## src/spike_gen_pkg.sv

```systemverilog
package spike_gen_pkg;

  // largest generator count an array may be built with
  localparam int NGENS_MAX = 256;

  // period and countdown share one width
  localparam int PERIOD_W = 16;

  // address tag carried with every spike event
  localparam int TAG_W = 11;

  // time-unit counter, wraps silently
  localparam int CT_W = 10;

  // sweep engine states
  typedef enum logic [1:0] {
    IDLE   = 2'd0,
    READ   = 2'd1,
    DECIDE = 2'd2,
    EMIT   = 2'd3
  } sweep_state_t;

  // source of a memory write
  typedef enum logic [1:0] {
    OP_NONE  = 2'd0,
    OP_HOST  = 2'd1,
    OP_SWEEP = 2'd2
  } prog_op_t;

  // generator index width, never below one bit
  function automatic int gen_idx_w(input int ngens);
    return (ngens > 1) ? $clog2(ngens) : 1;
  endfunction

endpackage

```

## src/gen_prog_if.sv

```systemverilog
`timescale 1ns/1ps

// one generator write, shared by the parameter and countdown memories
interface gen_prog_if import spike_gen_pkg::*; #(
  parameter int NGENS = 8
) ();

  localparam int IDX_W = gen_idx_w(NGENS);

  logic                we;
  prog_op_t            op;
  logic [IDX_W-1:0]    idx;
  logic [PERIOD_W-1:0] period;
  logic [PERIOD_W-1:0] ticks;
  logic [TAG_W-1:0]    tag;

  modport src (
    output we, op, idx, period, ticks, tag
  );

  // static parameters only change on host writes
  modport param_dst (
    input we, op, idx, period, tag
  );

  modport tick_dst (
    input we, idx, ticks
  );

endinterface

```

## src/gen_param_mem.sv

```systemverilog
`timescale 1ns/1ps

module gen_param_mem import spike_gen_pkg::*; #(
  parameter int NGENS     = 8,
  parameter int GEN_IDX_W = 3
) (
  input  logic                 clk,
  gen_prog_if.param_dst        prog,
  input  logic [GEN_IDX_W-1:0] rd_idx,
  output logic [PERIOD_W-1:0]  rd_period,
  output logic [TAG_W-1:0]     rd_tag
);

  // period and tag per generator, block RAM style
  logic [PERIOD_W-1:0] period_mem [NGENS];
  logic [TAG_W-1:0]    tag_mem    [NGENS];

  logic host_wr;

  // sweep writes carry only countdowns
  assign host_wr = prog.we && (prog.op == OP_HOST);

  always_ff @(posedge clk) begin
    if (host_wr) begin
      period_mem[prog.idx] <= prog.period;
      tag_mem[prog.idx]    <= prog.tag;
    end
  end

  // registered read, data one cycle after rd_idx
  always_ff @(posedge clk) begin
    rd_period <= period_mem[rd_idx];
    rd_tag    <= tag_mem[rd_idx];
  end

endmodule

```

## src/gen_tick_mem.sv

```systemverilog
`timescale 1ns/1ps

module gen_tick_mem import spike_gen_pkg::*; #(
  parameter int NGENS     = 8,
  parameter int GEN_IDX_W = 3
) (
  input  logic                 clk,
  input  logic                 rst,
  gen_prog_if.tick_dst         prog,
  input  logic [GEN_IDX_W-1:0] rd_idx,
  output logic [PERIOD_W-1:0]  rd_ticks
);

  // countdown per generator
  logic [PERIOD_W-1:0] ticks_mem [NGENS];

  // host load or sweep update, never both in one cycle
  always_ff @(posedge clk) begin
    if (rst) begin
      for (int i = 0; i < NGENS; i++) begin
        ticks_mem[i] <= '0;
      end
    end else if (prog.we) begin
      ticks_mem[prog.idx] <= prog.ticks;
    end
  end

  // read register
  always_ff @(posedge clk) begin
    rd_ticks <= ticks_mem[rd_idx];
  end

endmodule

```

## src/spike_sweep.sv

```systemverilog
`timescale 1ns/1ps

module spike_sweep import spike_gen_pkg::*; #(
  parameter int NGENS     = 8,
  parameter int GEN_IDX_W = 3
) (
  input  logic                 clk,
  input  logic                 rst,
  input  logic                 unit_pulse,
  input  logic [GEN_IDX_W:0]   gens_used,
  input  logic [NGENS-1:0]     gens_en,
  input  logic                 prog_v,
  output logic                 prog_a,
  input  logic [GEN_IDX_W-1:0] prog_gen_idx,
  input  logic [PERIOD_W-1:0]  prog_period,
  input  logic [PERIOD_W-1:0]  prog_ticks,
  input  logic [TAG_W-1:0]     prog_tag,
  gen_prog_if.src              wr,
  output logic [GEN_IDX_W-1:0] rd_idx,
  input  logic [PERIOD_W-1:0]  rd_period,
  input  logic [TAG_W-1:0]     rd_tag,
  input  logic [PERIOD_W-1:0]  rd_ticks,
  output logic                 out_v,
  input  logic                 out_a,
  output logic [TAG_W-1:0]     out_tag,
  output logic [CT_W-1:0]      out_ct
);

  localparam logic [GEN_IDX_W:0] NGENS_CNT = NGENS[GEN_IDX_W:0];

  sweep_state_t state;

  logic [GEN_IDX_W-1:0] gen_idx;
  logic [CT_W-1:0]      unit_ct;
  logic                 pending;
  logic                 prog_wr;

  // configuration held for one sweep
  logic [GEN_IDX_W:0]   used_q;
  logic [NGENS-1:0]     en_q;

  logic                 start;
  logic                 prog_acc;
  logic                 gen_en;
  logic                 fire;
  logic                 advance;
  logic                 last_gen;
  logic                 sweep_we;
  logic [PERIOD_W-1:0]  next_ticks;
  logic [GEN_IDX_W:0]   used_clamped;

  assign start = (state == IDLE) && (unit_pulse || pending);

  // host gets the memories only in a quiet idle cycle
  assign prog_acc = (state == IDLE) && !pending && !unit_pulse && prog_v &&
                    !prog_wr && !prog_a;

  assign gen_en   = en_q[gen_idx];
  assign fire     = (state == DECIDE) && gen_en && (rd_ticks == '0);
  assign advance  = ((state == DECIDE) && !fire) || ((state == EMIT) && out_a);
  assign last_gen = ({1'b0, gen_idx} + 1'b1) >= used_q;

  // reload on fire, else count down
  assign next_ticks = (rd_ticks == '0) ? rd_period - 1'b1 : rd_ticks - 1'b1;

  // disabled generators keep their countdown
  assign sweep_we = (state == DECIDE) && gen_en;

  assign used_clamped = (gens_used > NGENS_CNT) ? NGENS_CNT : gens_used;

  // rd data for gen_idx is valid in DECIDE
  assign rd_idx = gen_idx;

  // shared write port, host write never overlaps a sweep
  assign wr.we     = prog_wr || sweep_we;
  assign wr.op     = prog_wr ? OP_HOST : (sweep_we ? OP_SWEEP : OP_NONE);
  assign wr.idx    = prog_wr ? prog_gen_idx : gen_idx;
  assign wr.period = prog_period;
  assign wr.ticks  = prog_wr ? prog_ticks : next_ticks;
  assign wr.tag    = prog_tag;

  always_ff @(posedge clk) begin
    if (rst) begin
      state   <= IDLE;
      gen_idx <= '0;
      unit_ct <= '0;
      pending <= 1'b0;
      prog_wr <= 1'b0;
      prog_a  <= 1'b0;
      out_v   <= 1'b0;
    end else begin
      // write the cycle after acceptance, ack one later
      prog_wr <= prog_acc;
      prog_a  <= prog_wr;

      // one pulse remembered during a sweep
      if ((state != IDLE) && unit_pulse) begin
        pending <= 1'b1;
      end

      case (state)
        IDLE: begin
          if (start) begin
            unit_ct <= unit_ct + 1'b1;
            pending <= pending && unit_pulse;
            gen_idx <= '0;
            if (used_clamped != '0) begin
              state <= READ;
            end
          end
        end
        READ: begin
          state <= DECIDE;
        end
        DECIDE: begin
          if (fire) begin
            out_v <= 1'b1;
            state <= EMIT;
          end
        end
        EMIT: begin
          if (out_a) begin
            out_v <= 1'b0;
          end
        end
        default: begin
          state <= IDLE;
        end
      endcase

      // next generator or end of sweep
      if (advance) begin
        if (last_gen) begin
          state <= IDLE;
        end else begin
          gen_idx <= gen_idx + 1'b1;
          state   <= READ;
        end
      end
    end
  end

  always_ff @(posedge clk) begin
    if (start) begin
      used_q <= used_clamped;
      en_q   <= gens_en;
    end
    // event payload, held while out_v waits for out_a
    if (fire) begin
      out_tag <= rd_tag;
      out_ct  <= unit_ct;
    end
  end

endmodule

```

## src/spike_generator_array.sv

```systemverilog
`timescale 1ns/1ps

module spike_generator_array import spike_gen_pkg::*; #(
  parameter int  NGENS     = 8,
  localparam int GEN_IDX_W = gen_idx_w(NGENS)
) (
  input  logic                 clk,
  input  logic                 rst,
  input  logic                 prog_v,
  output logic                 prog_a,
  input  logic [GEN_IDX_W-1:0] prog_gen_idx,
  input  logic [PERIOD_W-1:0]  prog_period,
  input  logic [PERIOD_W-1:0]  prog_ticks,
  input  logic [TAG_W-1:0]     prog_tag,
  input  logic [GEN_IDX_W:0]   gens_used,
  input  logic [NGENS-1:0]     gens_en,
  input  logic                 unit_pulse,
  output logic                 out_v,
  input  logic                 out_a,
  output logic [TAG_W-1:0]     out_tag,
  output logic [CT_W-1:0]      out_ct
);

  if (NGENS > NGENS_MAX) begin : g_ngens_check
    $error("NGENS above NGENS_MAX");
  end

  // memory read path
  logic [GEN_IDX_W-1:0] rd_idx;
  logic [PERIOD_W-1:0]  rd_period;
  logic [TAG_W-1:0]     rd_tag;
  logic [PERIOD_W-1:0]  rd_ticks;

  gen_prog_if #(.NGENS(NGENS)) prog_bus ();

  gen_param_mem #(
    .NGENS     (NGENS),
    .GEN_IDX_W (GEN_IDX_W)
  ) u_gen_param_mem (
    .clk       (clk),
    .prog      (prog_bus.param_dst),
    .rd_idx    (rd_idx),
    .rd_period (rd_period),
    .rd_tag    (rd_tag)
  );

  gen_tick_mem #(
    .NGENS     (NGENS),
    .GEN_IDX_W (GEN_IDX_W)
  ) u_gen_tick_mem (
    .clk      (clk),
    .rst      (rst),
    .prog     (prog_bus.tick_dst),
    .rd_idx   (rd_idx),
    .rd_ticks (rd_ticks)
  );

  spike_sweep #(
    .NGENS     (NGENS),
    .GEN_IDX_W (GEN_IDX_W)
  ) u_spike_sweep (
    .clk          (clk),
    .rst          (rst),
    .unit_pulse   (unit_pulse),
    .gens_used    (gens_used),
    .gens_en      (gens_en),
    .prog_v       (prog_v),
    .prog_a       (prog_a),
    .prog_gen_idx (prog_gen_idx),
    .prog_period  (prog_period),
    .prog_ticks   (prog_ticks),
    .prog_tag     (prog_tag),
    .wr           (prog_bus.src),
    .rd_idx       (rd_idx),
    .rd_period    (rd_period),
    .rd_tag       (rd_tag),
    .rd_ticks     (rd_ticks),
    .out_v        (out_v),
    .out_a        (out_a),
    .out_tag      (out_tag),
    .out_ct       (out_ct)
  );

endmodule

```

## config.mk

```make
export PLATFORM = sky130hd
export DESIGN_NAME = spike_generator_array
export DESIGN_NICKNAME = d
export VERILOG_FILES = /design/src/spike_gen_pkg.sv /design/src/gen_prog_if.sv /design/src/gen_param_mem.sv /design/src/gen_tick_mem.sv /design/src/spike_sweep.sv /design/src/spike_generator_array.sv
export SDC_FILE = /design/constraint.sdc
export NUM_CORES = 1
export LEC_CHECK = 0
export BUFFER_PORTS_ARGS = -buffer_cell sky130_fd_sc_hd__buf_2
export CAP_MARGIN = 20
export CORE_ASPECT_RATIO = 1.1
export CORE_MARGIN = 4
export CORE_UTILIZATION = 55
export CTS_BUF_LIST = sky130_fd_sc_hd__clkbuf_4 sky130_fd_sc_hd__clkbuf_8 sky130_fd_sc_hd__clkbuf_16
export DETAILED_ROUTE_END_ITERATION = 10
export PLACE_DENSITY_LB_ADDON = 0.25
export RECOVER_POWER = 25
export SYNTH_ARGS = -nofsm -noshare
export SYNTH_HDL_FRONTEND = slang
export SYNTH_SLANG_ARGS = --single-unit
```

## constraint.sdc

```tcl
create_clock -name clk -period 3.4 [get_ports clk]
set_clock_uncertainty 0.15 [all_clocks]
set_input_delay 0.68 -clock clk [delete_from_list [all_inputs] [get_ports clk]]
set_output_delay 0.68 -clock clk [all_outputs]
set_load 0.05 [all_outputs]
```

-- After elaboration in Yosys (flattened, before gate mapping)
Memory sizes are Yosys's and may differ from the RTL's. A register that Yosys moved wholly into a read port is not among the register bits.
Index checks and enable logic that the tools add are counted.
- memory bits (writable): 344
- memories kept: 3
- output and inout bits: 23
- bits in registers: 52
- memories (name ; depth ; width ; rd ports ; clocked after Yosys merged registers in ; wr ports ; line ; text):
    u_gen_param_mem.period_mem ; 8 ; 16 ; 1 ; 1 ; 1 ; gen_param_mem.sv:15 ; logic [PERIOD_W-1:0] period_mem [NGENS];
    u_gen_tick_mem.ticks_mem ; 8 ; 16 ; 1 ; 1 ; 8 ; gen_tick_mem.sv:15 ; logic [PERIOD_W-1:0] ticks_mem [NGENS];
    u_gen_param_mem.tag_mem ; 8 ; 11 ; 1 ; 1 ; 1 ; gen_param_mem.sv:16 ; logic [TAG_W-1:0] tag_mem [NGENS];
- magnitude comparators: 3
- $add $sub $neg: 5
- reductions and logical operators: 31
- muxes and demuxes: 34
- eq/ne operators: 9
- operators with widths (operator ; count):
    two-way mux 16 bit ; 3
    subtractor 16 x 1 -> 16 bit (second input constant) ; 2
    two-way mux 3 bit ; 6
    logical NOT 16 bit ; 1
    OR reduction 16 bit ; 1
    two-way mux 1 bit ; 15
    logical AND 1 bit ; 13
    two-way mux 2 bit ; 6
    adder 10 x 1 -> 10 bit (second input constant) ; 1
    nonzero test 4 bit ; 2
    inequality test 3 x 1 -> 1 bit (second input constant) ; 2
    one-hot mux 2 bit (3 select lines) ; 1
    logical NOT 1 bit ; 5
    adder 3 x 1 -> 4 bit (second input constant) ; 1
    == test 2 x 1 -> 1 bit (second input constant) ; 2
    == test 2 bit (second input constant) ; 2
    greater-or-equal comparator 4 bit ; 1
    greater-than comparator 4 bit (second input constant) ; 1
    < comparator 3 x 4 -> 1 bit (second input constant) ; 1
    two-way mux 4 bit ; 1
    AND reduction 4 bit ; 1
    nonzero test 2 bit ; 2
    adder 3 x 1 -> 3 bit (second input constant) ; 1
    binary-select mux 1 bit (select 3 bit) ; 1
    other kinds (8) ; 10

-- Logic depth before layout (Yosys ltp)
- word-level depth: 9
- mapped depth: 13

-- Cells and area by module
From an unflattened synthesis, not the netlist that was laid out.
- cells, all modules: 1069
- area, all modules: 18285.0 um^2
- modules (own cells, without submodules) (module ; times used ; seq. area each (um^2) ; cells an instance ; area an instance (um^2)):
    gen_param_mem ; 1 ; 7026.7 ; 352 ; 8922.3
    gen_tick_mem ; 1 ; 4164.0 ; 389 ; 6184.7
    spike_sweep ; 1 ; 1371.3 ; 328 ; 3178.0

-- Worst setup path before layout
No wires, ideal clock.
- path kind: reg-to-reg
- start: reg u_spike_sweep.prog_wr
- end: mem u_gen_param_mem.period_mem[0][0] (enable)
- data arrival time: 2924 ps
- clock period less this slack: 3519 ps
- cell stages (with the launch flop): 5
- path slack: -119 ps
- buffers on the path: 2
- cells stage by stage: dfxtp_1 > clkbuf_1 > buf_1 > nand2b_1 > nor3_1
- word-level cells in the longest chain between the ends: 5
- elaborated cells between the ends (all ways): 7
- those cells by class: eq/ne: 1; mux: 4; reduce/logical: 2
- RTL lines (element ; line ; text):
    start: declaration ; spike_sweep.sv:36 ; logic prog_wr;
    start signal: assignment ; spike_sweep.sv:93 ; prog_wr <= prog_acc;
    two-way mux 2 bit ; spike_sweep.sv:76 ; assign wr.op = prog_wr ? OP_HOST : (sweep_we ? OP_SWEEP : OP_NONE);
    == test 2 x 1 -> 1 bit ; gen_param_mem.sv:21 ; assign host_wr = prog.we && (prog.op == OP_HOST);
    logical AND 1 bit ; gen_param_mem.sv:21 ;
    two-way mux 1 bit ; gen_param_mem.sv:24 ; if (host_wr) begin
    two-way mux 1 bit (implied by the code) ; gen_param_mem.sv:25 ; period_mem[prog.idx] <= prog.period;
    end: declaration ; gen_param_mem.sv:15 ;
Parallel ways exist; a longest one is shown, timed or not.

==> impl_metrics.csv <==
group,metric,value,unit
status,run_status,"finished, final reports clean",
routing,drt_first_pass_iters,5,
global_routing,grt_antenna_before_repair,2,
clock_tree,tritoncts_clock_tree,"built",
clock_tree,clock_latency_at_the_later_pin_of_the_worst_skew_pair,0.56,ns
global_routing,largest_net_degree_at_the_start_of_global_routing,90,
yosys,ys_seq_elements,439,
yosys,synth-edff-count,377,
routing,initialDrtViolationCount,831,
clock_tree,clk_pin_slew,0.06,ns
timing,setup_violations,0,
yosys,commonest_register_cell_after_synthesis,"edfxtp_1",
placement,detailedPlacementHpwl,22500,µm
clock_tree,cts_made_buffers,44,
finish,final_net_count,1236,
routing,vias_per_cell,5.89,
yosys,post_synth_inst_count,1024,
run,max_cap_violations,0,
clock_tree,postCtsHoldBufs,0,
routing,post-route-drc-count,0,
timing,timing_max_transition_violations_final,0,
global_routing,first_pass_grt_wire_length,58100,µm
yosys,synthDistinctLibCells,65,
setup_path,worst_setup_path_end_kind,"flop",
pwr,p_leak,6.84,nW
finish,final_common_cell,"edfxtp_1",
timing,unrepaired_setup_endpoints_after_global_routing,"false",
timing,fmaxAchievable,0.317,GHz
finish,area_delta_synth_final,15.3,%
global_routing,groute.usage.overall,22.1,%
yosys,avgSynthCellArea,17.1,µm²
floorplanning,num_rows,68,
routing,drtAntennaViolNets,0,
yosys,synthesis.yosys.warnings,0,
finish,fillers,2201,
floorplanning,initial_utilization,55.9,%
clock_tree,cts-root-to-sink-buffers,3,
routing,routedWlPerCell,23.4,µm
timing,layout_worst_path_cycle_share,92.8,%
finish,most-common-layout-cells,"edfxtp_1, nor2_1, mux4_2",
floorplanning,die-height,195,µm
pwr,report.power.total,13.0,mW
yosys,synth-async-reset-ratio,0,%
placement,numPortBuffers,85,
clock_tree,clock_sink_count,439,
finish,antenna_cells,0,
clock_tree,ctsRootBufferMaster,"clkbuf_16",
pwr,pwr_density_cell,641,mW/mm²
setup_path,worstSetupPathType,"flop to flop",
routing,routed-via-count,9520,
timing,worst-slew-pin-transition,0.876,ns
floorplanning,design.die.area,0.0348,mm²
yosys,syn_nets,1099,
pwr,ir_worst_vdd,443,µV
floorplanning,die-width,178,µm
floorplanning,pin_count,86,
timing,final_count_of_hold_timing_violations,0,
yosys,synth_sequential_area_ratio,71.6,%
clock_tree,cts_resized,0,
timing,tns,0,ns
finish,fraction_of_layout_instances_using_a_drive_strength_above_1,29.9,%
global_routing,grt.overflow.total,0,
clock_tree,cts_setup_buffers,0,
setup_path,cp_data_required_time,3.54,ns
floorplanning,fp.coreArea,0.0314,mm²
setup_path,arrival,3.29,ns
yosys,netlist_area,0.0175,mm²
setup_path,timing.critical_path.fanout_max,8,
timing,period_minus_slack,3.15,ns
timing,slew_headroom,41.6,%
setup_path,crit_path_start_kind,"flop",
placement,routabilityCongestion,0.899,
routing,drt-total-wl,37800,µm
clock_tree,ctsHtreeMaxLevel,2,
global_routing,grt_pass1_vias,9852,
worst_hold_path,min_path_type,"primary input to flop",
[report_power, final]
group	internal [mW]	leakage, nW	total, mW	switching, mW
sequential	6.14	4.10	6.30	0.156
clock	2.79	0.736	4.77	1.97
combinational	0.813	2.00	1.90	1.09
[cell families after synthesis]
logic type | after synthesis | synth area share [%]
compound gates | 77 | 3.40
xor+xnor | 13 | 0.692
fa+ha+maj | 12 | 0.856
buf+inv | 63 | 1.38
flops | 439 | 71.6
mux | 140 | 14.5
simple gates | 280 | 7.56
[synthesized netlist by cell type, types with 3 or more instances]
master    instances  share of area, %
inv_1            17              0.36
mux2_2           43               2.8
mux2i_1          10              0.57
ha_1             12              0.86
mux4_2           87                11
nand4_1           5              0.18
a31oi_1           4              0.14
o21ai_0           8              0.23
a41oi_1           3              0.15
nor3b_1           4              0.17
nor2_1          154               3.3
or3_1             5              0.18
buf_1             7              0.15
nor4_1            3              0.11
nor2b_1           6              0.21
buf_2             5              0.14
and3_1            5              0.18
nor2_2            8              0.29
xor2_1            9              0.45
nor3_1            8              0.23
o21ai_1           3             0.086
and4_1            4              0.20
and2_1            4              0.14
a211oi_1          5              0.21
edfxtp_1        377                65
clkbuf_1         34              0.73
a21oi_1          20              0.57
nand2_1          32              0.68
o32ai_1           8              0.40
dfxtp_1          62               7.1
nand3_1           9              0.26
xnor2_1           3              0.15
nand2b_1         18              0.64
or2_2             5              0.18
[cell type report]
cell class / count / area [µm²] / share of cell area, %
Sequential cell: 439 / 12600 / 62.1
Clock buffer: 58 / 1230 / 6.08
Timing Repair Buffer: 137 / 820 / 4.05
Multi-Input combinational cell: 522 / 4800 / 23.7
Tap cell: 420 / 526 / 2.60
Inverter: 17 / 63.8 / 0.315
Clock inverter: 24 / 221 / 1.09
[worst max-delay path: stages, from the launching register on]
cell,delay [ns]
dfxtp_1,0.39
nor3_1,0.11
and4_1,0.22
and2_1,0.18
a21oi_1,0.23
ha_1,0.23
inv_1,0.06
or3_1,0.41
nor4_4,0.17
buf_4,0.19
a41oi_1,0.13
mux2i_1,0.19
buf_4,0.19
nor2_1,0.05
[flip-flops by register name (all words and copies together) (netlist names)]
signal,count
u_spike_sweep.unit_ct,10
u_spike_sweep.out_tag,11
u_spike_sweep.pending,1
u_spike_sweep.en_q,8
u_gen_param_mem.rd_period,16
u_spike_sweep.state,2
u_spike_sweep.rd_idx,3
u_gen_param_mem.period_mem,128
u_spike_sweep.prog_a,1
u_gen_tick_mem.ticks_mem,128
u_spike_sweep.prog_wr,1
u_gen_tick_mem.rd_ticks,16
u_gen_param_mem.tag_mem,88
u_spike_sweep.out_v,1
u_spike_sweep.used_q,4
u_spike_sweep.out_ct,10
u_gen_param_mem.rd_tag,11
[stage by stage]
step                utilization [%]  instance area [µm²]  worst slack (ns)  cells  hold slack [ns]
global placement               59.9                18800             0.395   1535            0.239
CTS                            64.5                20300             0.284   1617            0.132
floorplan                         -                17500             0.109   1024            0.236
finish                         64.4                20200             0.245   1617            0.158
global route                   64.4                20200            0.0339   1617            0.140
detailed placement             59.9                18800             0.311   1535            0.242
[path summary, 6_finish.rpt]
check                                    from                               to  slack (ns)  cells after the start
setup / recovery  u_gen_tick_mem.rd_ticks[14]  u_gen_tick_mem.ticks_mem[2][14]        0.25                     13
hold / removal                     gens_en[3]            u_spike_sweep.en_q[3]        0.16                      1
setup reg to reg  u_gen_tick_mem.rd_ticks[14]  u_gen_tick_mem.ticks_mem[2][14]        0.25                     13
hold reg to reg     u_gen_param_mem.rd_tag[5]         u_spike_sweep.out_tag[5]        0.26                      0
[routing by layer]
metal | global-route usage, % | share of wire, % | routed length (µm)
met5 | 0 | 0.019 | 7
met4 | 7.73 | 3.3 | 1230
met3 | 4.14 | 6.6 | 2510
met2 | 35.7 | 49 | 18600
met1 | 30.7 | 41 | 15500
Power figures use the tool's default switching activity.
